$ cat src/rtl/vfpga_pkg.sv
package vfpga_pkg;

    // Control bus
    localparam int axil_addr_w = 6;
    localparam int axil_data_w = 32;
    localparam int axil_strb_w = axil_data_w / 8;

    // Descriptor fields
    localparam int vaddr_w = 48;
    localparam int len_w   = 28;
    localparam int tag_w   = 6;

    // Host stream
    localparam int axis_data_w = 64;
    localparam int axis_keep_w = axis_data_w / 8;

    // Status counters and notification value
    localparam int cnt_w    = 32;
    localparam int notify_w = 32;

    localparam logic [1:0] resp_okay = 2'b00;

    // Register map
    localparam logic [axil_addr_w-1:0] reg_doorbell = 6'h00;
    localparam logic [axil_addr_w-1:0] reg_vaddr_lo = 6'h04;
    localparam logic [axil_addr_w-1:0] reg_vaddr_hi = 6'h08;
    localparam logic [axil_addr_w-1:0] reg_len      = 6'h0C;
    localparam logic [axil_addr_w-1:0] reg_cpl_rd   = 6'h10;
    localparam logic [axil_addr_w-1:0] reg_cpl_wr   = 6'h14;
    localparam logic [axil_addr_w-1:0] reg_beats    = 6'h18;
    localparam logic [axil_addr_w-1:0] reg_status   = 6'h1C;

    typedef struct packed {
        logic [axil_addr_w-1:0] awaddr;
        logic                   awvalid;
        logic [axil_data_w-1:0] wdata;
        logic [axil_strb_w-1:0] wstrb;
        logic                   wvalid;
        logic                   bready;
        logic [axil_addr_w-1:0] araddr;
        logic                   arvalid;
        logic                   rready;
    } axil_req_t;

    typedef struct packed {
        logic                   awready;
        logic                   wready;
        logic                   bvalid;
        logic [1:0]             bresp;
        logic                   arready;
        logic                   rvalid;
        logic [axil_data_w-1:0] rdata;
        logic [1:0]             rresp;
    } axil_rsp_t;

    typedef struct packed {
        logic [vaddr_w-1:0] vaddr;
        logic [len_w-1:0]   len;
        logic [tag_w-1:0]   tag;
    } sq_desc_t;

    typedef struct packed {
        logic [tag_w-1:0] tag;
    } cq_desc_t;

    typedef struct packed {
        logic [notify_w-1:0] value;
    } notify_t;

    typedef struct packed {
        logic [axis_data_w-1:0] tdata;
        logic [axis_keep_w-1:0] tkeep;
        logic                   tlast;
    } axis_beat_t;

endpackage

$ cat src/rtl/vfpga_cq_track.sv
`timescale 1ns/1ns

module vfpga_cq_track (
    input  logic                            aclk,
    input  logic                            rst_n,
    input  vfpga_pkg::cq_desc_t             cq_rd,
    input  logic                            cq_rd_valid,
    output logic                            cq_rd_ready,
    input  vfpga_pkg::cq_desc_t             cq_wr,
    input  logic                            cq_wr_valid,
    output logic                            cq_wr_ready,
    output vfpga_pkg::notify_t              notify,
    output logic                            notify_valid,
    input  logic                            notify_ready,
    output logic [vfpga_pkg::cnt_w-1:0]     cpl_rd_cnt,
    output logic [vfpga_pkg::cnt_w-1:0]     cpl_wr_cnt
);

    logic rd_hs;
    logic wr_hs;

    // Read completions are never stalled
    assign cq_rd_ready = 1'b1;

    assign rd_hs = cq_rd_valid && cq_rd_ready;
    assign wr_hs = cq_wr_valid && cq_wr_ready;

    always_ff @(posedge aclk or negedge rst_n) begin
        if (!rst_n) begin
            cpl_rd_cnt <= '0;
        end else if (rd_hs) begin
            cpl_rd_cnt <= cpl_rd_cnt + 1'b1;
        end
    end

    // Write completion turns into a notification, queue stalls until it is taken
    always_ff @(posedge aclk or negedge rst_n) begin
        if (!rst_n) begin
            cpl_wr_cnt   <= '0;
            notify_valid <= 1'b0;
            cq_wr_ready  <= 1'b0;
        end else if (wr_hs) begin
            cpl_wr_cnt   <= cpl_wr_cnt + 1'b1;
            notify_valid <= 1'b1;
            cq_wr_ready  <= 1'b0;
        end else if (notify_valid && notify_ready) begin
            notify_valid <= 1'b0;
            cq_wr_ready  <= 1'b1;
        end else if (!notify_valid) begin
            cq_wr_ready  <= 1'b1;
        end
    end

    // Tag zero-extended into the notification value
    always_ff @(posedge aclk) begin
        if (wr_hs) begin
            notify.value <= {{(vfpga_pkg::notify_w - vfpga_pkg::tag_w){1'b0}}, cq_wr.tag};
        end
    end

    // The completion tag on the read queue only matters to the shell
    a_cq_rd_known: assert property (@(posedge aclk) disable iff (!rst_n)
        cq_rd_valid |-> !$isunknown(cq_rd.tag));
    a_notify_hold: assert property (@(posedge aclk) disable iff (!rst_n)
        notify_valid && !notify_ready |=> notify_valid && $stable(notify));

endmodule

$ cat src/rtl/vfpga_ctrl_regs.sv
`timescale 1ns/1ns

module vfpga_ctrl_regs (
    input  logic                            aclk,
    input  logic                            rst_n,
    input  vfpga_pkg::axil_req_t            axil_req,
    output vfpga_pkg::axil_rsp_t            axil_rsp,
    output logic                            doorbell,
    output logic [vfpga_pkg::vaddr_w-1:0]   vaddr,
    output logic [vfpga_pkg::len_w-1:0]     len,
    input  logic                            busy,
    input  logic [vfpga_pkg::cnt_w-1:0]     cpl_rd_cnt,
    input  logic [vfpga_pkg::cnt_w-1:0]     cpl_wr_cnt,
    input  logic [vfpga_pkg::cnt_w-1:0]     beat_cnt
);

    logic                               wr_hs;
    logic                               ar_hs;
    logic                               bvalid;
    logic                               rvalid;
    logic                               arready;
    logic [vfpga_pkg::axil_data_w-1:0]  rdata;
    logic [vfpga_pkg::axil_data_w-1:0]  rd_mux;

    // Address and data are taken together, one write in flight
    assign wr_hs = axil_req.awvalid && axil_req.wvalid && !bvalid;
    assign ar_hs = axil_req.arvalid && arready;

    assign doorbell = wr_hs && (axil_req.awaddr == vfpga_pkg::reg_doorbell) &&
                      axil_req.wstrb[0] && axil_req.wdata[0];

    // Descriptor registers with byte enables
    always_ff @(posedge aclk or negedge rst_n) begin
        if (!rst_n) begin
            vaddr <= '0;
            len   <= '0;
        end else if (wr_hs) begin
            case (axil_req.awaddr)
                vfpga_pkg::reg_vaddr_lo: begin
                    for (int b = 0; b < 4; b++) begin
                        if (axil_req.wstrb[b]) begin
                            vaddr[8*b +: 8] <= axil_req.wdata[8*b +: 8];
                        end
                    end
                end
                vfpga_pkg::reg_vaddr_hi: begin
                    for (int b = 0; b < 2; b++) begin
                        if (axil_req.wstrb[b]) begin
                            vaddr[32+8*b +: 8] <= axil_req.wdata[8*b +: 8];
                        end
                    end
                end
                vfpga_pkg::reg_len: begin
                    for (int b = 0; b < 3; b++) begin
                        if (axil_req.wstrb[b]) begin
                            len[8*b +: 8] <= axil_req.wdata[8*b +: 8];
                        end
                    end
                    // Top byte carries only four length bits
                    if (axil_req.wstrb[3]) begin
                        len[vfpga_pkg::len_w-1:24] <= axil_req.wdata[vfpga_pkg::len_w-1:24];
                    end
                end
                default: begin
                end
            endcase
        end
    end

    // Write response
    always_ff @(posedge aclk or negedge rst_n) begin
        if (!rst_n) begin
            bvalid <= 1'b0;
        end else if (wr_hs) begin
            bvalid <= 1'b1;
        end else if (axil_req.bready) begin
            bvalid <= 1'b0;
        end
    end

    // Read channel, arready comes back once the data has gone
    always_ff @(posedge aclk or negedge rst_n) begin
        if (!rst_n) begin
            rvalid  <= 1'b0;
            arready <= 1'b0;
        end else if (ar_hs) begin
            rvalid  <= 1'b1;
            arready <= 1'b0;
        end else if (rvalid && axil_req.rready) begin
            rvalid  <= 1'b0;
            arready <= 1'b1;
        end else if (!rvalid) begin
            arready <= 1'b1;
        end
    end

    always_ff @(posedge aclk) begin
        if (ar_hs) begin
            rdata <= rd_mux;
        end
    end

    always_comb begin
        rd_mux = '0;
        case (axil_req.araddr)
            vfpga_pkg::reg_vaddr_lo: rd_mux = vaddr[31:0];
            vfpga_pkg::reg_vaddr_hi: rd_mux[15:0] = vaddr[vfpga_pkg::vaddr_w-1:32];
            vfpga_pkg::reg_len:      rd_mux[vfpga_pkg::len_w-1:0] = len;
            vfpga_pkg::reg_cpl_rd:   rd_mux = cpl_rd_cnt;
            vfpga_pkg::reg_cpl_wr:   rd_mux = cpl_wr_cnt;
            vfpga_pkg::reg_beats:    rd_mux = beat_cnt;
            vfpga_pkg::reg_status:   rd_mux[0] = busy;
            default:                 rd_mux = '0;
        endcase
    end

    always_comb begin
        axil_rsp.awready = wr_hs;
        axil_rsp.wready  = wr_hs;
        axil_rsp.bvalid  = bvalid;
        axil_rsp.bresp   = vfpga_pkg::resp_okay;
        axil_rsp.arready = arready;
        axil_rsp.rvalid  = rvalid;
        axil_rsp.rdata   = rdata;
        axil_rsp.rresp   = vfpga_pkg::resp_okay;
    end

    // Responses hold until the master takes them
    a_bvalid_hold: assert property (@(posedge aclk) disable iff (!rst_n)
        bvalid && !axil_req.bready |=> bvalid);
    a_rvalid_hold: assert property (@(posedge aclk) disable iff (!rst_n)
        rvalid && !axil_req.rready |=> rvalid && $stable(rdata));

endmodule

$ cat src/rtl/vfpga_sq_issue.sv
`timescale 1ns/1ns

module vfpga_sq_issue (
    input  logic                            aclk,
    input  logic                            rst_n,
    input  logic                            doorbell,
    input  logic [vfpga_pkg::vaddr_w-1:0]   vaddr,
    input  logic [vfpga_pkg::len_w-1:0]     len,
    output logic                            busy,
    output vfpga_pkg::sq_desc_t             sq_rd,
    output logic                            sq_rd_valid,
    input  logic                            sq_rd_ready,
    output vfpga_pkg::sq_desc_t             sq_wr,
    output logic                            sq_wr_valid,
    input  logic                            sq_wr_ready
);

    logic                           accept;
    logic                           rd_pend;
    logic                           wr_pend;
    logic [vfpga_pkg::tag_w-1:0]    tag_q;
    vfpga_pkg::sq_desc_t            desc_q;

    assign busy   = rd_pend || wr_pend;
    // Doorbells while busy are dropped
    assign accept = doorbell && !busy;

    always_ff @(posedge aclk or negedge rst_n) begin
        if (!rst_n) begin
            rd_pend <= 1'b0;
            wr_pend <= 1'b0;
            tag_q   <= '0;
        end else if (accept) begin
            rd_pend <= 1'b1;
            wr_pend <= 1'b1;
            tag_q   <= tag_q + 1'b1;
        end else begin
            // Each queue retires on its own handshake
            if (rd_pend && sq_rd_ready) begin
                rd_pend <= 1'b0;
            end
            if (wr_pend && sq_wr_ready) begin
                wr_pend <= 1'b0;
            end
        end
    end

    always_ff @(posedge aclk) begin
        if (accept) begin
            desc_q <= '{vaddr: vaddr, len: len, tag: tag_q};
        end
    end

    assign sq_rd       = desc_q;
    assign sq_rd_valid = rd_pend;
    assign sq_wr       = desc_q;
    assign sq_wr_valid = wr_pend;

    a_sq_rd_stable: assert property (@(posedge aclk) disable iff (!rst_n)
        sq_rd_valid && !sq_rd_ready |=> sq_rd_valid && $stable(sq_rd));
    a_sq_wr_stable: assert property (@(posedge aclk) disable iff (!rst_n)
        sq_wr_valid && !sq_wr_ready |=> sq_wr_valid && $stable(sq_wr));

endmodule

$ cat src/rtl/vfpga_stream_loop.sv
`timescale 1ns/1ns

module vfpga_stream_loop (
    input  logic                            aclk,
    input  logic                            rst_n,
    input  vfpga_pkg::axis_beat_t           host_recv,
    input  logic                            host_recv_valid,
    output logic                            host_recv_ready,
    output vfpga_pkg::axis_beat_t           host_send,
    output logic                            host_send_valid,
    input  logic                            host_send_ready,
    output logic [vfpga_pkg::cnt_w-1:0]     beat_cnt
);

    vfpga_pkg::axis_beat_t  mem [2];
    logic                   wr_ptr;
    logic                   rd_ptr;
    logic [1:0]             count;
    logic [1:0]             count_n;
    logic                   push;
    logic                   pop;

    assign push = host_recv_valid && host_recv_ready;
    assign pop  = host_send_valid && host_send_ready;

    assign host_send_valid = (count != 2'd0);
    assign host_send       = mem[rd_ptr];

    always_comb begin
        count_n = count;
        if (push && !pop) begin
            count_n = count + 2'd1;
        end else if (pop && !push) begin
            count_n = count - 2'd1;
        end
    end

    always_ff @(posedge aclk or negedge rst_n) begin
        if (!rst_n) begin
            count           <= 2'd0;
            wr_ptr          <= 1'b0;
            rd_ptr          <= 1'b0;
            host_recv_ready <= 1'b0;
        end else begin
            count <= count_n;
            // Registered ready, drops once both entries hold a beat
            host_recv_ready <= (count_n != 2'd2);
            if (push) begin
                wr_ptr <= ~wr_ptr;
            end
            if (pop) begin
                rd_ptr <= ~rd_ptr;
            end
        end
    end

    always_ff @(posedge aclk) begin
        if (push) begin
            mem[wr_ptr] <= host_recv;
        end
    end

    // Beats counted as they leave
    always_ff @(posedge aclk or negedge rst_n) begin
        if (!rst_n) begin
            beat_cnt <= '0;
        end else if (pop) begin
            beat_cnt <= beat_cnt + 1'b1;
        end
    end

    a_send_stable: assert property (@(posedge aclk) disable iff (!rst_n)
        host_send_valid && !host_send_ready |=> host_send_valid && $stable(host_send));

endmodule

$ cat src/rtl/vfpga_top.sv
`timescale 1ns/1ns

module vfpga_top (
    input  logic                        aclk,
    input  logic                        rst_n,

    // Control port
    input  vfpga_pkg::axil_req_t        axil_req,
    output vfpga_pkg::axil_rsp_t        axil_rsp,

    // Submission queues
    output vfpga_pkg::sq_desc_t         sq_rd,
    output logic                        sq_rd_valid,
    input  logic                        sq_rd_ready,
    output vfpga_pkg::sq_desc_t         sq_wr,
    output logic                        sq_wr_valid,
    input  logic                        sq_wr_ready,

    // Completion queues
    input  vfpga_pkg::cq_desc_t         cq_rd,
    input  logic                        cq_rd_valid,
    output logic                        cq_rd_ready,
    input  vfpga_pkg::cq_desc_t         cq_wr,
    input  logic                        cq_wr_valid,
    output logic                        cq_wr_ready,

    output vfpga_pkg::notify_t          notify,
    output logic                        notify_valid,
    input  logic                        notify_ready,

    // Host stream
    input  vfpga_pkg::axis_beat_t       host_recv,
    input  logic                        host_recv_valid,
    output logic                        host_recv_ready,
    output vfpga_pkg::axis_beat_t       host_send,
    output logic                        host_send_valid,
    input  logic                        host_send_ready
);

    logic                               doorbell;
    logic                               busy;
    logic [vfpga_pkg::vaddr_w-1:0]      vaddr;
    logic [vfpga_pkg::len_w-1:0]        len;
    logic [vfpga_pkg::cnt_w-1:0]        cpl_rd_cnt;
    logic [vfpga_pkg::cnt_w-1:0]        cpl_wr_cnt;
    logic [vfpga_pkg::cnt_w-1:0]        beat_cnt;

    vfpga_ctrl_regs i_ctrl_regs (
        .aclk       (aclk),
        .rst_n      (rst_n),
        .axil_req   (axil_req),
        .axil_rsp   (axil_rsp),
        .doorbell   (doorbell),
        .vaddr      (vaddr),
        .len        (len),
        .busy       (busy),
        .cpl_rd_cnt (cpl_rd_cnt),
        .cpl_wr_cnt (cpl_wr_cnt),
        .beat_cnt   (beat_cnt)
    );

    vfpga_sq_issue i_sq_issue (
        .aclk        (aclk),
        .rst_n       (rst_n),
        .doorbell    (doorbell),
        .vaddr       (vaddr),
        .len         (len),
        .busy        (busy),
        .sq_rd       (sq_rd),
        .sq_rd_valid (sq_rd_valid),
        .sq_rd_ready (sq_rd_ready),
        .sq_wr       (sq_wr),
        .sq_wr_valid (sq_wr_valid),
        .sq_wr_ready (sq_wr_ready)
    );

    vfpga_cq_track i_cq_track (
        .aclk         (aclk),
        .rst_n        (rst_n),
        .cq_rd        (cq_rd),
        .cq_rd_valid  (cq_rd_valid),
        .cq_rd_ready  (cq_rd_ready),
        .cq_wr        (cq_wr),
        .cq_wr_valid  (cq_wr_valid),
        .cq_wr_ready  (cq_wr_ready),
        .notify       (notify),
        .notify_valid (notify_valid),
        .notify_ready (notify_ready),
        .cpl_rd_cnt   (cpl_rd_cnt),
        .cpl_wr_cnt   (cpl_wr_cnt)
    );

    // User logic role, host stream loopback
    vfpga_stream_loop i_stream_loop (
        .aclk            (aclk),
        .rst_n           (rst_n),
        .host_recv       (host_recv),
        .host_recv_valid (host_recv_valid),
        .host_recv_ready (host_recv_ready),
        .host_send       (host_send),
        .host_send_valid (host_send_valid),
        .host_send_ready (host_send_ready),
        .beat_cnt        (beat_cnt)
    );

endmodule

$ cat config.mk
export PLATFORM = sky130hd
export DESIGN_NAME = vfpga_top
export DESIGN_NICKNAME = d
export VERILOG_FILES = /design/src/rtl/vfpga_pkg.sv /design/src/rtl/vfpga_cq_track.sv /design/src/rtl/vfpga_ctrl_regs.sv /design/src/rtl/vfpga_sq_issue.sv /design/src/rtl/vfpga_stream_loop.sv /design/src/rtl/vfpga_top.sv
export SDC_FILE = /design/constraint.sdc
export NUM_CORES = 1
export LEC_CHECK = 0
export BUFFER_PORTS_ARGS = -buffer_cell sky130_fd_sc_hd__buf_2
export CAP_MARGIN = 20
export CORE_MARGIN = 10
export CORE_UTILIZATION = 58
export DETAILED_ROUTE_END_ITERATION = 6
export PLACE_DENSITY_LB_ADDON = 0.05
export SLEW_MARGIN = 20
export SYNTH_ARGS = -nofsm -noshare
export SYNTH_HDL_FRONTEND = slang
export SYNTH_HIERARCHICAL = 1
export SYNTH_SLANG_ARGS = --single-unit
$ cat constraint.sdc
create_clock -name aclk -period 9.9 [get_ports aclk]
set_input_delay 0.495 -clock aclk [delete_from_list [all_inputs] [get_ports aclk]]
set_output_delay 0.495 -clock aclk [all_outputs]
set_load 0.1 [all_outputs]
Yosys cells after proc, flatten, opt, wreduce, memory -nomap -nowiden
Memories as Yosys holds them, arrays and structs flattened.
Index checks and enable logic that the tools add are counted.

word-level totals
  bits in registers = 310
  memory bits (writable) = 146
  input port bits = 147
  output and inout port bits = 317
  logic and storage cells = 114
  memories = 1

memory list
  name               depth  bits a word  read ports  clocked after Yosys merged registers in  wr ports  RTL line                 text
  i_stream_loop.mem  2      73           1           0                                        1         vfpga_stream_loop.sv:15  vfpga_pkg::axis_beat_t mem [2];

operators by class
  add/subtract/negate cells = 6
  equal/unequal tests = 13
  multiplexer cells = 24
  bitwise operators = 2
  reduce and logical (&&, ||, !) cells = 38

operators by type and width
  cell                     count
  $add A32 B1 Y32 const B  3
  $pmux W15 S6             1
  $pmux W12 S5             1
  $reduce_and A3 Y1        10
  $eq A6 B4 Y1 const B     4
  $eq A6 B5 Y1 const B     4
  $mux W1                  18
  $logic_and A1 B1 Y1      16
  $pmux W4 S4              1
  $eq A6 B3 Y1 const B     2
  $reduce_bool A2 Y1       6
  $pmux W1 S7              1
  $add A6 B1 Y6 const B    1
  $logic_not A6 Y1         1
  $logic_not A1 Y1         4
  $mux W2                  2
  $ne A3 B2 Y1 const B     1
  $ne A3 B3 Y1 const B     1
  $add A2 B1 Y2 const B    1
  $ne A2 B2 Y1 const B     1
  $not A1 Y1               2
  $sub A2 B1 Y2 const B    1
  $logic_or A1 B1 Y1       1

Depth between registers and ports, before layout
  depth after elaboration = 7
  gate-level depth with buffers = 7
  gate-level depth less buffers = 7

By module
Netlist, hierarchy kept.

by module, submodules not included
  module             times used  cells an instance  area each (µm²)
  vfpga_stream_loop  1           382                6991.7
  vfpga_ctrl_regs    1           464                5786.8
  vfpga_sq_issue     1           191                3420.8
  vfpga_cq_track     1           286                3295.7

Least setup slack after synthesis
OpenSTA, ideal clock, no wires.

  path type = reg-to-reg
  start point = register i_stream_loop.host_recv_ready
  end point = memory i_stream_loop/mem[0][0] (netlist name), enable pin
  library setup time = 0.505 ns
  data arrival time = 4.264 ns
  data required time = 9.395 ns
  path slack = 5.131 ns
  cell stages (with the launch flop) = 3
  path buffers = 0
  period minus slack after synthesis = 4.769 ns
  cell sequence = dfrtp_1 nand2_1 nor2_1

between the ends
  word-level cells in the longest chain between the ends = 3

ends and longest elaborated chain
  element                        RTL line                 text
  start, declared                vfpga_stream_loop.sv:8   output logic host_recv_ready,
  start signal, assigned         vfpga_stream_loop.sv:47  host_recv_ready <= (count_n != 2'd2);
  $logic_and A1 B1 Y1            vfpga_stream_loop.sv:23  assign push = host_recv_valid && host_recv_ready;
  $mux W1                        vfpga_stream_loop.sv:58  if (push) begin
  $mux W1 (implied by the code)  vfpga_stream_loop.sv:59  mem[wr_ptr] <= host_recv;
  end, declared                  vfpga_stream_loop.sv:15

Every way passes these cells.

==> results.ini <==
[route]
ant_nets = 0
first_iter_violations = 874
wire_per_inst_microns = 24.2
vias_per_cell = 5.57
num_vias = 12100
wl_microns = 52300
drt_pass1_iterations = 5
route.detailed.drc = 0

[logic_synthesis]
synth_seq_area_share = 0.654
ys_ff_latch = 456
synth_cell_type_count = 60
synth-edff-count = 266
synth_top_area_share = 0.410
postSynthCellCount = 1323
syn_avg_cell_area_sq_um = 14.7
synthesis.area_sq_um = 19500
synth_top_area_cell = edfxtp_1
ys_top_cells_by_count = edfxtp_1, dfrtp_1, mux2_2
synthArstFlopShare = 0.417
synth_area_leaders = edfxtp_1, dfrtp_1, mux2_2
yosys_warnings = 6
synth_flop_cell = edfxtp_1
yosysMostFrequentCell = edfxtp_1

[floorplan]
dieArea_sq_um = 41300
initial_core_util = 0.584
io_pins = 464
core_sq_um = 33400
die_h_microns = 203
die_x_microns = 203
rows = 67

[clock_tree]
cts.sinks = 456
insertion_delay_ps = 540
clk_pin_slew_ps = 60
holdBufCountCts = 0
htreeDepth = 2
cts_buffers = 46
ctsResizeCount = 0
ctsRootBufferMaster = clkbuf_16
cts_tree = yes
post_cts_buffers = 0
clockBufferDepth = 3

[global_routing]
grt.overflow.total = 0
track_usage = 0.243
grt_pass1_vias = 12100
grt_max_degree = 89
grt_antenna_before_repair = 6
grt_pass1_wl_microns = 77600

[setup_path]
r2r_setup_slack_ps = 7300
cpLargestDelayFamily = buffers and inverters
worst_setup_path_end_kind = primary output
max_stage_delay_ps = 750
startpoint_type = flop
cpMaxStageDelayCell = buf_4
crit_fanout = 74
crit_chain = buf_4 > mux2_2 > buf_2
path_buf_inv = 2
cp.arrival_ps = 2470
critPathKind = flop to primary output
worstPathRequired_ps = 9410

[finish]
drive_gt1_frac = 0.410
regArea_sq_um = 12700
areaGrowthSynthToFinish_pct = 17.0
multi_input_area_sq_um = 5750
nets = 1831
fin_area_sq_um = 22800
nFillCells = 2449

[timing]
fmax_ghz = 0.337
rsz0062_at_grt = false
finalCritPeriodShare = 0.299
whs_ps = -2.84
worst_slew_pin_slew_ps = 1020
maxSlewViolCount = 0
fin_crit_ps = 2960
fin_skew_ps = 11.2
max_slew_margin = 0.321
finalHoldViolCount = 2
setup_viol = 0
fin_setup_tns_ps = 0

[run]
drv_cap = 0

[power_and_ir_drop]
irDropWorstVdd_uv = 206
leakage_uw = 0.0101
powerDensity_nw_per_um2 = 259

[place]
dpl_cell_area_sq_um = 21300
hpwl_microns = 38500
io_buffers = 426
routabilityCongestion = 0.848

[min_path]
hp-class = primary input to asynchronous set/reset pin

[status]
status = complete, but fails checks
violations = hold timing

layer usage:
metal	GRT usage	part of all wire	vias to the layer above
met5	0	0.0011	-
met4	0.0485	0.015	8
met3	0.0538	0.067	67
met2	0.415	0.51	430
met1	0.315	0.41	6084
li1	-	-	5466
layout make-up:
cell class | count | share of cell area
Tap cell | 448 | 0.0246
Multi-Input combinational cell | 723 | 0.252
Clock inverter | 27 | 0.0108
Sequential cell | 456 | 0.559
Inverter | 12 | 0.00219
Clock buffer | 56 | 0.0531
Timing Repair Buffer | 440 | 0.0985
Antenna cell | 2 | 0.000219
worst register-to-register path, delay by kind of cell (launching register included):
| family | cells | cell delay [ps] |
|---|---|---|
| xor gates and xnor gates | 1 | 160 |
| buffers and inverters | 1 | 590 |
| DFF | 1 | 430 |
| and+or+nand+nor | 4 | 1310 |
per-stage QoR:
step / util / instances / total power (uW) / hold slack, ps / setup slack, ps
after floorplan: - / 1351 / 3950 / 199 / 5130
after global placement: 0.640 / 2079 / 4260 / 451 / 6780
after detailed placement: 0.640 / 2079 / 4270 / 456 / 6730
after CTS: 0.683 / 2162 / 5950 / 34.1 / 6900
after global routing: 0.684 / 2164 / 6110 / 41.0 / 6830
final: 0.684 / 2164 / 5910 / -2.84 / 6940
placed cells by master, fill, tap and decap left out, drive strengths merged, types with 6 or more instances in the layout:
cell type	instances
dfrtp	190
and4	6
mux2i	31
nor4	11
mux2	163
nand3	63
buf	439
clkbuf	57
xor2	33
inv	13
clkinv	21
xnor2	69
nor2	37
and3	53
nand4	38
and2	13
edfxtp	266
nand2	51
conb	31
nor3	44
or4	12
nand2b	10
kinds of logic (layout without fill, tap and decap cells):
group	Yosys count	count (layout)	share of synthesized area
AOI/OAI and AO/OA	28	28	0.0124
xor gates and xnor gates	102	102	0.0458
adders and majority gates	7	7	0.00424
buffers and inverters	172	535	0.0583
DFF	456	456	0.654
muxes	194	194	0.110
other	3	33	0.000578
and+or+nand+nor	361	361	0.115
final timing paths:
path	cells past startpoint	endpoint	start
max in group asynchronous	2	i_stream_loop/rd_ptr	rst_n
min in group aclk	1	i_cq_track/notify[2]	cq_wr[2]
hold reg to reg	0	i_sq_issue/sq_rd[35]	i_ctrl_regs/vaddr[1]
hold / removal	1	i_cq_track/cpl_rd_cnt[2]	rst_n
setup reg to reg	6	i_sq_issue/tag_q[5]	i_ctrl_regs/bvalid
setup / recovery	3	host_send[60]	i_stream_loop/rd_ptr
report_power, final:
part	leakage [uW]	total, uW	switching (uW)	internal [uW]
Combinational	0.00434	1870	1520	352
Sequential	0.00508	2360	117	2240
Clock	0.000714	1680	688	995
flip-flops by register name, summed over array words and instances (netlist names), 2 cells and up:
register,count
i_sq_issue/sq_rd,82
i_cq_track/cpl_wr_cnt,32
i_stream_loop/beat_cnt,32
i_ctrl_regs/rdata,32
i_ctrl_regs/len,28
i_cq_track/cpl_rd_cnt,32
i_sq_issue/tag_q,6
i_ctrl_regs/vaddr,48
i_stream_loop/mem,146
i_cq_track/notify,6
i_stream_loop/count,2
(Power assumes the default switching activity.)
